`config.mk`:
```
export PLATFORM = sky130hd
export DESIGN_NAME = slotSynthTop
export DESIGN_NICKNAME = d
export VERILOG_FILES = /design/src/hw/slotSynthPkg.sv /design/src/hw/slotSynthTop.sv /design/src/hw/slotLevel.sv /design/src/hw/envelopeGen.sv /design/src/hw/waveAddressGen.sv /design/src/hw/slotSequencer.sv /design/src/hw/slotRegisters.sv
export SDC_FILE = /design/constraint.sdc
export NUM_CORES = 2
export LEC_CHECK = 0
export ABC_AREA = 1
export BUFFER_PORTS_ARGS = -buffer_cell sky130_fd_sc_hd__buf_2
export CELL_PAD_IN_SITES_DETAIL_PLACEMENT = 1
export CELL_PAD_IN_SITES_GLOBAL_PLACEMENT = 2
export CORE_MARGIN = 5
export CORE_UTILIZATION = 43
export CTS_BUF_LIST = sky130_fd_sc_hd__clkbuf_4
export CTS_CLUSTER_DIAMETER = 80
export DETAILED_ROUTE_END_ITERATION = 8
export PLACE_DENSITY = 0.94
export SLEW_MARGIN = 20
export SYNTH_ARGS = -nofsm -noshare
export SYNTH_HDL_FRONTEND = slang
export SYNTH_SLANG_ARGS = --single-unit
```
`constraint.sdc`:
```
create_clock -name CLK -period 16.6 [get_ports CLK]
set_input_delay 1.66 -clock CLK [delete_from_list [all_inputs] [get_ports CLK]]
set_output_delay 1.66 -clock CLK [all_outputs]
set_load 0.01 [all_outputs]
```
`src/hw/slotSynthPkg.sv`:
```
`default_nettype none

package slotSynthPkg;

	// Slot schedule
	localparam int NumSlots = 8;
	localparam int SlotBits = 3;
	localparam int SlotCycles = 16;

	// Data widths
	localparam int WordBits = 16;
	localparam int VolBits = 10;
	localparam int VolMax = 1023;

	// Host word address is {slot, register index}
	localparam int HostAddrBits = 6;
	localparam int NumRegs = 8;

	// Register fields
	localparam int RateBits = 5;
	localparam int RateShift = 5;
	localparam int TlBits = 8;
	localparam int StepBits = 8;
	localparam int KeyBit = 0;
	localparam int KeyExecBit = 15;
	localparam int ArLsb = 0;
	localparam int D1rLsb = 5;
	localparam int D2rLsb = 10;
	localparam int RrLsb = 0;
	localparam int DlLsb = 5;

	typedef enum logic [2:0] {
		RegControl    = 3'd0,
		RegStart      = 3'd1,
		RegLoopStart  = 3'd2,
		RegLoopEnd    = 3'd3,
		RegRates      = 3'd4,
		RegRelease    = 3'd5,
		RegTotalLevel = 3'd6,
		RegStep       = 3'd7
	} RegIndex;

	// Implemented bits, indexed by RegIndex
	localparam logic [WordBits-1:0] RegMask [NumRegs] = '{
		16'h8001,
		16'hFFFF,
		16'hFFFF,
		16'hFFFF,
		16'h7FFF,
		16'h03FF,
		16'h00FF,
		16'h00FF
	};

	typedef enum logic [2:0] {
		EnvIdle    = 3'd0,
		EnvAttack  = 3'd1,
		EnvDecay1  = 3'd2,
		EnvDecay2  = 3'd3,
		EnvRelease = 3'd4
	} EnvState;

endpackage

`default_nettype wire
```
`src/hw/slotSynthTop.sv`:
```
`default_nettype none

module slotSynthTop (
	input  wire                                    CLK,
	input  wire                                    RST_N,
	input  wire  [slotSynthPkg::HostAddrBits-1:0]  hostAddr,
	input  wire  [slotSynthPkg::WordBits-1:0]      hostWrData,
	input  wire                                    hostCs,
	input  wire  [1:0]                             hostWe,
	input  wire                                    hostRd,
	output wire  [slotSynthPkg::WordBits-1:0]      hostRdData,
	output wire  [15:0]                            RAM_A,
	output wire                                    ramRd,
	input  wire  [slotSynthPkg::WordBits-1:0]      RAM_Q,
	output wire  [slotSynthPkg::WordBits-1:0]      sampleData,
	output wire  [slotSynthPkg::SlotBits-1:0]      sampleSlot,
	output wire                                    sampleValid
);

	wire                                  keyExec;
	wire [slotSynthPkg::NumSlots-1:0]     keyBits;
	wire                                  slotTick;
	wire [slotSynthPkg::SlotBits-1:0]     tickSlot;
	wire                                  keyOn;
	wire                                  keyOff;
	wire [slotSynthPkg::WordBits-1:0]     slotStart;
	wire [slotSynthPkg::WordBits-1:0]     slotLoopStart;
	wire [slotSynthPkg::WordBits-1:0]     slotLoopEnd;
	wire [slotSynthPkg::StepBits-1:0]     slotStep;
	wire [slotSynthPkg::RateBits-1:0]     slotAr;
	wire [slotSynthPkg::RateBits-1:0]     slotD1r;
	wire [slotSynthPkg::RateBits-1:0]     slotD2r;
	wire [slotSynthPkg::RateBits-1:0]     slotRr;
	wire [slotSynthPkg::RateBits-1:0]     slotDl;
	wire [slotSynthPkg::TlBits-1:0]       slotTl;
	wire [slotSynthPkg::WordBits-1:0]     waveWord;
	wire                                  waveValid;
	wire [slotSynthPkg::VolBits-1:0]      envVol;

	slotRegisters regs (
		.CLK(CLK), .RST_N(RST_N),
		.hostAddr(hostAddr), .hostWrData(hostWrData), .hostCs(hostCs),
		.hostWe(hostWe), .hostRd(hostRd), .tickSlot(tickSlot),
		.hostRdData(hostRdData), .keyExec(keyExec), .keyBits(keyBits),
		.slotStart(slotStart), .slotLoopStart(slotLoopStart), .slotLoopEnd(slotLoopEnd),
		.slotStep(slotStep), .slotAr(slotAr), .slotD1r(slotD1r), .slotD2r(slotD2r),
		.slotRr(slotRr), .slotDl(slotDl), .slotTl(slotTl)
	);

	slotSequencer seq (
		.CLK(CLK), .RST_N(RST_N),
		.keyExec(keyExec), .keyBits(keyBits),
		.slotTick(slotTick), .tickSlot(tickSlot), .keyOn(keyOn), .keyOff(keyOff)
	);

	// Address and envelope run side by side on the same tick
	waveAddressGen wave (
		.CLK(CLK), .RST_N(RST_N),
		.slotTick(slotTick), .tickSlot(tickSlot), .keyOn(keyOn),
		.slotStart(slotStart), .slotLoopStart(slotLoopStart), .slotLoopEnd(slotLoopEnd),
		.slotStep(slotStep), .RAM_Q(RAM_Q),
		.RAM_A(RAM_A), .ramRd(ramRd), .waveWord(waveWord), .waveValid(waveValid)
	);

	envelopeGen env (
		.CLK(CLK), .RST_N(RST_N),
		.slotTick(slotTick), .tickSlot(tickSlot), .keyOn(keyOn), .keyOff(keyOff),
		.slotAr(slotAr), .slotD1r(slotD1r), .slotD2r(slotD2r),
		.slotRr(slotRr), .slotDl(slotDl), .envVol(envVol)
	);

	slotLevel level (
		.CLK(CLK), .RST_N(RST_N),
		.waveValid(waveValid), .waveWord(waveWord), .envVol(envVol),
		.slotTl(slotTl), .tickSlot(tickSlot),
		.sampleData(sampleData), .sampleSlot(sampleSlot), .sampleValid(sampleValid)
	);

endmodule

`default_nettype wire

```
`src/hw/slotLevel.sv`:
```
`default_nettype none

module slotLevel (
	input  wire                                CLK,
	input  wire                                RST_N,
	input  wire                                waveValid,
	input  wire  [slotSynthPkg::WordBits-1:0]  waveWord,
	input  wire  [slotSynthPkg::VolBits-1:0]   envVol,
	input  wire  [slotSynthPkg::TlBits-1:0]    slotTl,
	input  wire  [slotSynthPkg::SlotBits-1:0]  tickSlot,
	output logic [slotSynthPkg::WordBits-1:0]  sampleData,
	output logic [slotSynthPkg::SlotBits-1:0]  sampleSlot,
	output logic                               sampleValid
);

	localparam int VB = slotSynthPkg::VolBits;
	localparam int WB = slotSynthPkg::WordBits;

	logic [VB-1:0] tlAtten;
	logic [VB:0] levelDiff;
	logic [VB-1:0] level;
	logic signed [WB+VB:0] product;

	// TL counts in steps of 4
	assign tlAtten = {slotTl, 2'b00};
	assign levelDiff = {1'b0, envVol} - {1'b0, tlAtten};
	assign level = levelDiff[VB] ? '0 : levelDiff[VB-1:0];

	assign product = $signed(waveWord) * $signed({1'b0, level});

	always_ff @(posedge CLK or negedge RST_N) begin
		if (!RST_N) begin
			sampleData <= '0;
			sampleSlot <= '0;
			sampleValid <= 1'b0;
		end else begin
			sampleValid <= waveValid;
			if (waveValid) begin
				// Arithmetic shift by 10, level below 1024 keeps it in 16 bits
				sampleData <= product[VB +: WB];
				sampleSlot <= tickSlot;
			end
		end
	end

endmodule

`default_nettype wire

```
`src/hw/envelopeGen.sv`:
```
`default_nettype none

module envelopeGen (
	input  wire                                CLK,
	input  wire                                RST_N,
	input  wire                                slotTick,
	input  wire  [slotSynthPkg::SlotBits-1:0]  tickSlot,
	input  wire                                keyOn,
	input  wire                                keyOff,
	input  wire  [slotSynthPkg::RateBits-1:0]  slotAr,
	input  wire  [slotSynthPkg::RateBits-1:0]  slotD1r,
	input  wire  [slotSynthPkg::RateBits-1:0]  slotD2r,
	input  wire  [slotSynthPkg::RateBits-1:0]  slotRr,
	input  wire  [slotSynthPkg::RateBits-1:0]  slotDl,
	output logic [slotSynthPkg::VolBits-1:0]   envVol
);

	localparam int VB = slotSynthPkg::VolBits;
	localparam int RS = slotSynthPkg::RateShift;

	slotSynthPkg::EnvState envState [slotSynthPkg::NumSlots];
	logic [VB-1:0] envLevel [slotSynthPkg::NumSlots];
	slotSynthPkg::EnvState curState;
	slotSynthPkg::EnvState nextState;
	logic [VB-1:0] curVol;
	logic [VB-1:0] nextVol;
	logic [VB-1:0] sustainVol;
	logic [slotSynthPkg::RateBits-1:0] subRate;
	logic [VB:0] attackSum;
	logic [VB:0] decayDiff;
	logic decayBorrow;

	assign curState = envState[tickSlot];
	assign curVol = envLevel[tickSlot];
	assign sustainVol = {slotDl, {RS{1'b0}}};

	// One subtractor shared by the falling phases
	always_comb begin
		case (curState)
			slotSynthPkg::EnvDecay1: subRate = slotD1r;
			slotSynthPkg::EnvDecay2: subRate = slotD2r;
			default: subRate = slotRr;
		endcase
	end

	assign attackSum = {1'b0, curVol} + {1'b0, slotAr, {RS{1'b1}}};
	assign decayDiff = {1'b0, curVol} - {1'b0, subRate, {RS{1'b0}}};
	assign decayBorrow = decayDiff[VB];

	always_comb begin
		nextState = curState;
		nextVol = curVol;
		if (keyOn) begin
			nextState = slotSynthPkg::EnvAttack;
		end else if (keyOff && curState != slotSynthPkg::EnvIdle) begin
			nextState = slotSynthPkg::EnvRelease;
		end else begin
			case (curState)
				slotSynthPkg::EnvAttack: begin
					if (attackSum > (VB + 1)'(slotSynthPkg::VolMax)) begin
						nextVol = VB'(slotSynthPkg::VolMax);
						nextState = slotSynthPkg::EnvDecay1;
					end else begin
						nextVol = attackSum[VB-1:0];
					end
				end
				slotSynthPkg::EnvDecay1: begin
					if (decayBorrow || decayDiff[VB-1:0] <= sustainVol) begin
						nextVol = sustainVol;
						nextState = slotSynthPkg::EnvDecay2;
					end else begin
						nextVol = decayDiff[VB-1:0];
					end
				end
				slotSynthPkg::EnvDecay2: begin
					nextVol = decayBorrow ? '0 : decayDiff[VB-1:0];
				end
				slotSynthPkg::EnvRelease: begin
					if (decayBorrow || decayDiff[VB-1:0] == '0) begin
						nextVol = '0;
						nextState = slotSynthPkg::EnvIdle;
					end else begin
						nextVol = decayDiff[VB-1:0];
					end
				end
				default: begin
					nextState = curState;
				end
			endcase
		end
	end

	always_ff @(posedge CLK or negedge RST_N) begin
		if (!RST_N) begin
			for (int s = 0; s < slotSynthPkg::NumSlots; s++) begin
				envState[s] <= slotSynthPkg::EnvIdle;
				envLevel[s] <= '0;
			end
			envVol <= '0;
		end else if (slotTick) begin
			envState[tickSlot] <= nextState;
			envLevel[tickSlot] <= nextVol;
			envVol <= nextVol;
		end
	end

endmodule

`default_nettype wire

```
`src/hw/waveAddressGen.sv`:
```
`default_nettype none

module waveAddressGen (
	input  wire                                CLK,
	input  wire                                RST_N,
	input  wire                                slotTick,
	input  wire  [slotSynthPkg::SlotBits-1:0]  tickSlot,
	input  wire                                keyOn,
	input  wire  [slotSynthPkg::WordBits-1:0]  slotStart,
	input  wire  [slotSynthPkg::WordBits-1:0]  slotLoopStart,
	input  wire  [slotSynthPkg::WordBits-1:0]  slotLoopEnd,
	input  wire  [slotSynthPkg::StepBits-1:0]  slotStep,
	input  wire  [slotSynthPkg::WordBits-1:0]  RAM_Q,
	output logic [15:0]                        RAM_A,
	output logic                               ramRd,
	output logic [slotSynthPkg::WordBits-1:0]  waveWord,
	output logic                               waveValid
);

	logic [slotSynthPkg::WordBits-1:0] slotAddr [slotSynthPkg::NumSlots];
	logic [slotSynthPkg::WordBits-1:0] curAddr;
	logic [slotSynthPkg::WordBits-1:0] nextAddr;
	logic [slotSynthPkg::WordBits-1:0] loopLen;
	logic readPend;

	assign curAddr = slotAddr[tickSlot];
	assign loopLen = slotLoopEnd - slotLoopStart;

	always_comb begin
		if (keyOn) begin
			nextAddr = slotStart;
		end else if (curAddr >= slotLoopEnd) begin
			// Jump back by one loop length
			nextAddr = curAddr - loopLen;
		end else begin
			nextAddr = curAddr + slotSynthPkg::WordBits'(slotStep);
		end
	end

	always_ff @(posedge CLK or negedge RST_N) begin
		if (!RST_N) begin
			for (int s = 0; s < slotSynthPkg::NumSlots; s++) begin
				slotAddr[s] <= '0;
			end
			RAM_A <= '0;
			ramRd <= 1'b0;
			readPend <= 1'b0;
			waveWord <= '0;
			waveValid <= 1'b0;
		end else begin
			ramRd <= slotTick;
			if (slotTick) begin
				slotAddr[tickSlot] <= nextAddr;
				RAM_A <= nextAddr;
			end
			// RAM answers one clock after the read strobe
			readPend <= ramRd;
			waveValid <= readPend;
			if (readPend) begin
				waveWord <= RAM_Q;
			end
		end
	end

endmodule

`default_nettype wire

```
`src/hw/slotSequencer.sv`:
```
`default_nettype none

module slotSequencer (
	input  wire                                CLK,
	input  wire                                RST_N,
	input  wire                                keyExec,
	input  wire  [slotSynthPkg::NumSlots-1:0]  keyBits,
	output logic                               slotTick,
	output logic [slotSynthPkg::SlotBits-1:0]  tickSlot,
	output logic                               keyOn,
	output logic                               keyOff
);

	localparam int TimerBits = $clog2(slotSynthPkg::SlotCycles);

	logic [TimerBits-1:0] cycleTimer;
	logic [slotSynthPkg::SlotBits-1:0] slotCount;
	logic [slotSynthPkg::NumSlots-1:0] pendOn;
	logic [slotSynthPkg::NumSlots-1:0] pendOff;
	logic lastCycle;

	assign lastCycle = (cycleTimer == TimerBits'(slotSynthPkg::SlotCycles - 1));

	always_ff @(posedge CLK or negedge RST_N) begin
		if (!RST_N) begin
			cycleTimer <= '0;
			slotCount <= '0;
			tickSlot <= '0;
			slotTick <= 1'b0;
			keyOn <= 1'b0;
			keyOff <= 1'b0;
			pendOn <= '0;
			pendOff <= '0;
		end else begin
			cycleTimer <= lastCycle ? '0 : cycleTimer + 1'b1;
			slotTick <= lastCycle;
			keyOn <= 1'b0;
			keyOff <= 1'b0;
			if (lastCycle) begin
				// tickSlot holds for the whole turn, the level stage reads it late
				tickSlot <= slotCount;
				slotCount <= slotCount + 1'b1;
				keyOn <= pendOn[slotCount];
				keyOff <= pendOff[slotCount];
				pendOn[slotCount] <= 1'b0;
				pendOff[slotCount] <= 1'b0;
			end
			// Newest request wins over one still pending
			if (keyExec) begin
				pendOn <= keyBits;
				pendOff <= ~keyBits;
			end
		end
	end

endmodule

`default_nettype wire

```
`src/hw/slotRegisters.sv`:
```
`default_nettype none

module slotRegisters (
	input  wire                                       CLK,
	input  wire                                       RST_N,
	input  wire  [slotSynthPkg::HostAddrBits-1:0]     hostAddr,
	input  wire  [slotSynthPkg::WordBits-1:0]         hostWrData,
	input  wire                                       hostCs,
	input  wire  [1:0]                                hostWe,
	input  wire                                       hostRd,
	input  wire  [slotSynthPkg::SlotBits-1:0]         tickSlot,
	output logic [slotSynthPkg::WordBits-1:0]         hostRdData,
	output logic                                      keyExec,
	output logic [slotSynthPkg::NumSlots-1:0]         keyBits,
	output logic [slotSynthPkg::WordBits-1:0]         slotStart,
	output logic [slotSynthPkg::WordBits-1:0]         slotLoopStart,
	output logic [slotSynthPkg::WordBits-1:0]         slotLoopEnd,
	output logic [slotSynthPkg::StepBits-1:0]         slotStep,
	output logic [slotSynthPkg::RateBits-1:0]         slotAr,
	output logic [slotSynthPkg::RateBits-1:0]         slotD1r,
	output logic [slotSynthPkg::RateBits-1:0]         slotD2r,
	output logic [slotSynthPkg::RateBits-1:0]         slotRr,
	output logic [slotSynthPkg::RateBits-1:0]         slotDl,
	output logic [slotSynthPkg::TlBits-1:0]           slotTl
);

	logic [slotSynthPkg::WordBits-1:0] regFile [slotSynthPkg::NumSlots][slotSynthPkg::NumRegs];
	logic [slotSynthPkg::SlotBits-1:0] hostSlot;
	slotSynthPkg::RegIndex hostReg;
	logic [slotSynthPkg::WordBits-1:0] wrMask;
	logic [slotSynthPkg::WordBits-1:0] ratesWord;
	logic [slotSynthPkg::WordBits-1:0] releaseWord;

	assign hostSlot = hostAddr[slotSynthPkg::HostAddrBits-1 -: slotSynthPkg::SlotBits];
	assign hostReg = slotSynthPkg::RegIndex'(
		hostAddr[slotSynthPkg::HostAddrBits-slotSynthPkg::SlotBits-1:0]);

	// Key-execute is a strobe, never stored
	always_comb begin
		wrMask = slotSynthPkg::RegMask[hostReg];
		if (hostReg == slotSynthPkg::RegControl) begin
			wrMask[slotSynthPkg::KeyExecBit] = 1'b0;
		end
	end

	always_ff @(posedge CLK or negedge RST_N) begin
		if (!RST_N) begin
			for (int s = 0; s < slotSynthPkg::NumSlots; s++) begin
				for (int r = 0; r < slotSynthPkg::NumRegs; r++) begin
					regFile[s][r] <= '0;
				end
			end
			hostRdData <= '0;
			keyExec <= 1'b0;
		end else begin
			if (hostCs && hostWe[0]) begin
				regFile[hostSlot][hostReg][7:0] <= hostWrData[7:0] & wrMask[7:0];
			end
			if (hostCs && hostWe[1]) begin
				regFile[hostSlot][hostReg][15:8] <= hostWrData[15:8] & wrMask[15:8];
			end
			if (hostCs && hostRd) begin
				hostRdData <= regFile[hostSlot][hostReg] & slotSynthPkg::RegMask[hostReg];
			end
			keyExec <= hostCs && hostWe[1] && (hostReg == slotSynthPkg::RegControl)
				&& hostWrData[slotSynthPkg::KeyExecBit];
		end
	end

	always_comb begin
		for (int s = 0; s < slotSynthPkg::NumSlots; s++) begin
			keyBits[s] = regFile[s][slotSynthPkg::RegControl][slotSynthPkg::KeyBit];
		end
	end

	// Parameters of the slot being served
	assign ratesWord = regFile[tickSlot][slotSynthPkg::RegRates];
	assign releaseWord = regFile[tickSlot][slotSynthPkg::RegRelease];

	assign slotStart = regFile[tickSlot][slotSynthPkg::RegStart];
	assign slotLoopStart = regFile[tickSlot][slotSynthPkg::RegLoopStart];
	assign slotLoopEnd = regFile[tickSlot][slotSynthPkg::RegLoopEnd];
	assign slotStep = regFile[tickSlot][slotSynthPkg::RegStep][slotSynthPkg::StepBits-1:0];
	assign slotTl = regFile[tickSlot][slotSynthPkg::RegTotalLevel][slotSynthPkg::TlBits-1:0];
	assign slotAr = ratesWord[slotSynthPkg::ArLsb +: slotSynthPkg::RateBits];
	assign slotD1r = ratesWord[slotSynthPkg::D1rLsb +: slotSynthPkg::RateBits];
	assign slotD2r = ratesWord[slotSynthPkg::D2rLsb +: slotSynthPkg::RateBits];
	assign slotRr = releaseWord[slotSynthPkg::RrLsb +: slotSynthPkg::RateBits];
	assign slotDl = releaseWord[slotSynthPkg::DlLsb +: slotSynthPkg::RateBits];

endmodule

`default_nettype wire

```
==> flow_summary.ini <==
[yosys]
yosysWarnings = 0
yosys.area_share.xor_xnor = 0.006120
synth_top_family_by_area = simple AND/OR/NAND/NOR gates
netlist_instances = 8432
ys_seq_elements = 1231
synth_fp_nets = 8760
avgSynthCellArea_um2 = 7.978
synth_edf_count = 0
ys.flop_type = dfrtp_1
synthDistinctLibCells = 69
synthMuxAreaShare = 0.0004650
synthAdderAreaFrac = 0.07057
synth_simple_gate_area_share = 0.1987
seq_area_frac_synth = 0.4579
synthArstFlopShare = 1.000
synth-compound-area-share = 0.1862
synthesis.area_um2 = 67270

[clock_tree]
clock-root-buffer = clkbuf_4
cts_sinks = 1231
cts_hold_buf = 0
clk_path_buf_depth = 4
cts_tree = done
worstSkewPairLatency_ps = 1380
post_cts_resized = 0
numCtsBuffers = 361
cts_max_level = 5
postCtsSetupBuffers = 0
clk_pin_slew_ps = 70

[setup_path]
crit_buf_inv = 9
critPathArrivalTime_ps = 10530
cp_max_fo = 141
path_delay_family = adder cells
cp_slowest_cell = dfrtp_4
worst_setup_path_end_kind = flip-flop
required_ps = 17750
cp-start-kind = flip-flop
critical_path_class = flip-flop to flip-flop
cpPeakStageDelay_ps = 930

[drt]
drc = 0
wire_per_inst_um = 25.46
dr.pass1.iters = 5
dr_total_vias = 64180
viasPerCell = 5.929
postRouteWirelength_um = 275600
ant_nets = 0
dr.first_iter.drc_count = 6301

[sta]
tightest_slew_ps = 1088
max_freq_mhz = 106.6
slew_headroom = 0.2667
tns_ps = 0
period_share = 0.5651
hold_violations = 0
rsz0062_at_grt = false
skew_ps = 134.1
min_period_ps = 9381
finalMaxSlewViolations = 0
setup_viol_count_final = 0

[floorplan]
dieArea_um2 = 164400
io_pins = 97
die-height_um = 405.5
core-area_um2 = 155800
rows = 145
start_util = 0.4316
die_width_um = 405.5

[pwr]
leakage_nw = 34.97
power_density_nw_per_um2 = 118.8
p_total_mw = 8.762
peakVddDrop_mv = 0.07501

[placed_design]
port_buffers = 96
globalplace.congestion = 0.9126
hpwl_um = 181200

[layout]
fillers = 19110
area_delta_synth_final_pct = 9.683
multi_input_area_um2 = 31220
ff_latch_area_um2 = 30810
drive_gt1_frac = 0.1029
mostFrequentLayoutCell = nand2_1
layout_common_cells = nand2_1 (2074), o21ai_0 (1307), dfrtp_1 (1230)
fin_nets = 8822

[job]
max_cap_viol_count = 0

[global_routing]
grt-ovfl-total = 0
grt_max_degree = 173
grt_pass1_vias = 66130
grt_pass1_wl_um = 415600
antenna_found_initial = 12
gr-usage-all-layers = 0.3316

[status]
status = completed

[hold_path]
hp-class = primary input to async pin
==> synth_stat cells (all sizes together) (10+ instances only) <==
library cell	count	area [um^2]
a31oi	28	175.2
xnor2	21	183.9
dfrtp	1231	30800
clkbuf	383	1439
nor2	795	3059
o21ai	1374	6940
or2	15	93.84
buf	130	703.2
inv	852	3201
xor2	26	227.7
a221oi	120	1057
nand2	2099	7934
o2111ai	52	455.4
a22oi	84	630.6
a21oi	282	1423
nor3	44	262.8
fa	159	3183
clkinv	10	37.54
nand3	221	1154
nand4	123	797.0
a211oi	11	82.58
o2bb2ai	24	210.2
o41ai	16	147.7
o211ai	32	250.2
o22ai	106	663.1
ha	125	1564
==> kinds of logic (layout without fill, tap and decap cells) <==
| family | count (synthesis) | count (layout) |
|---|---|---|
| muxes | 3 | 3 |
| AOI/OAI and AO/OA | 2185 | 2185 |
| and+or+nand+nor | 3307 | 3307 |
| DFF | 1231 | 1231 |
| other | 0 | 18 |
| xor gates and xnor gates | 47 | 47 |
| buffers and inverters | 1375 | 1692 |
| adders and majority gates | 284 | 284 |
==> report_power, final <==
group | switching (mW) | total [mW] | internal [mW]
Sequential | 0.171 | 3.43 | 3.26
Combinational | 1.68 | 2.44 | 0.756
Clock | 1.39 | 2.90 | 1.50
Total | 3.25 | 8.76 | 5.52
==> state kept, by name (all words and copies together) (netlist names), 4 cells and up <==
register,count
wave.slotAddr,128
level.sampleData,16
regs.hostRdData,16
regs.keyBits,8
wave.RAM_A,16
seq.cycleTimer,4
seq.pendOff,8
seq.pendOn,8
wave.waveWord,16
env.envState,24
env.envLevel,80
env.envVol,10
regs.regFile,880
==> worst register-to-register path, delay by kind of cell, from the launching register on <==
kind / cells / cell delay (ps)
DFF: 1 / 930
and+or+nand+nor: 9 / 1790
AOI/OAI and AO/OA: 6 / 1340
buffers and inverters: 9 / 1780
adders and majority gates: 7 / 3400
==> worst paths after layout <==
path,start,slack [ps],cells past startpoint,endpoint
worst min-delay path,RST_N,310,1,level.sampleData[10]
worst max register to register,seq.tickSlot[0],7220,31,level.sampleData[15]
min in group CLK,wave.ramRd,430,0,wave.readPend
worst max-delay path,seq.tickSlot[0],7220,31,level.sampleData[15]
worst min register to register,wave.ramRd,430,0,wave.readPend
max in group asynchronous,RST_N,12990,4,regs.regFile[261]
==> metrics by stage <==
stage	area [um^2]	instances	util	hold slack, ps	worst slack (ps)
finish	73780	10830	0.4734	310.2	7219
global route	73760	10820	0.4733	293.9	6647
CTS	73720	10810	0.4731	256.4	7118
detailed placement	69320	10190	0.4448	402.1	7182
global placement	69310	10190	0.4447	373.4	7266
floorplan	67270	8432	-	351.9	8559
==> area by class of cell <==
type / count / area share
sequential: 1231 / 0.4176
multi-input combinational: 5826 / 0.4232
timing repair buffer: 212 / 0.01976
tap: 2058 / 0.03490
clock buffer: 539 / 0.05484
inverter: 862 / 0.04431
antenna: 18 / 0.0006105
clock inverter: 79 / 0.004833
==> metal layers <==
layer  up-vias  track usage  part of all wire
li1      28140            -                 -
met1     32310       0.4377              0.41
met2      2899       0.5214              0.45
met3       822      0.06999             0.086
met4         8       0.1619             0.054
met5         -            0           0.00021
Power figures use the tool's default switching activity.
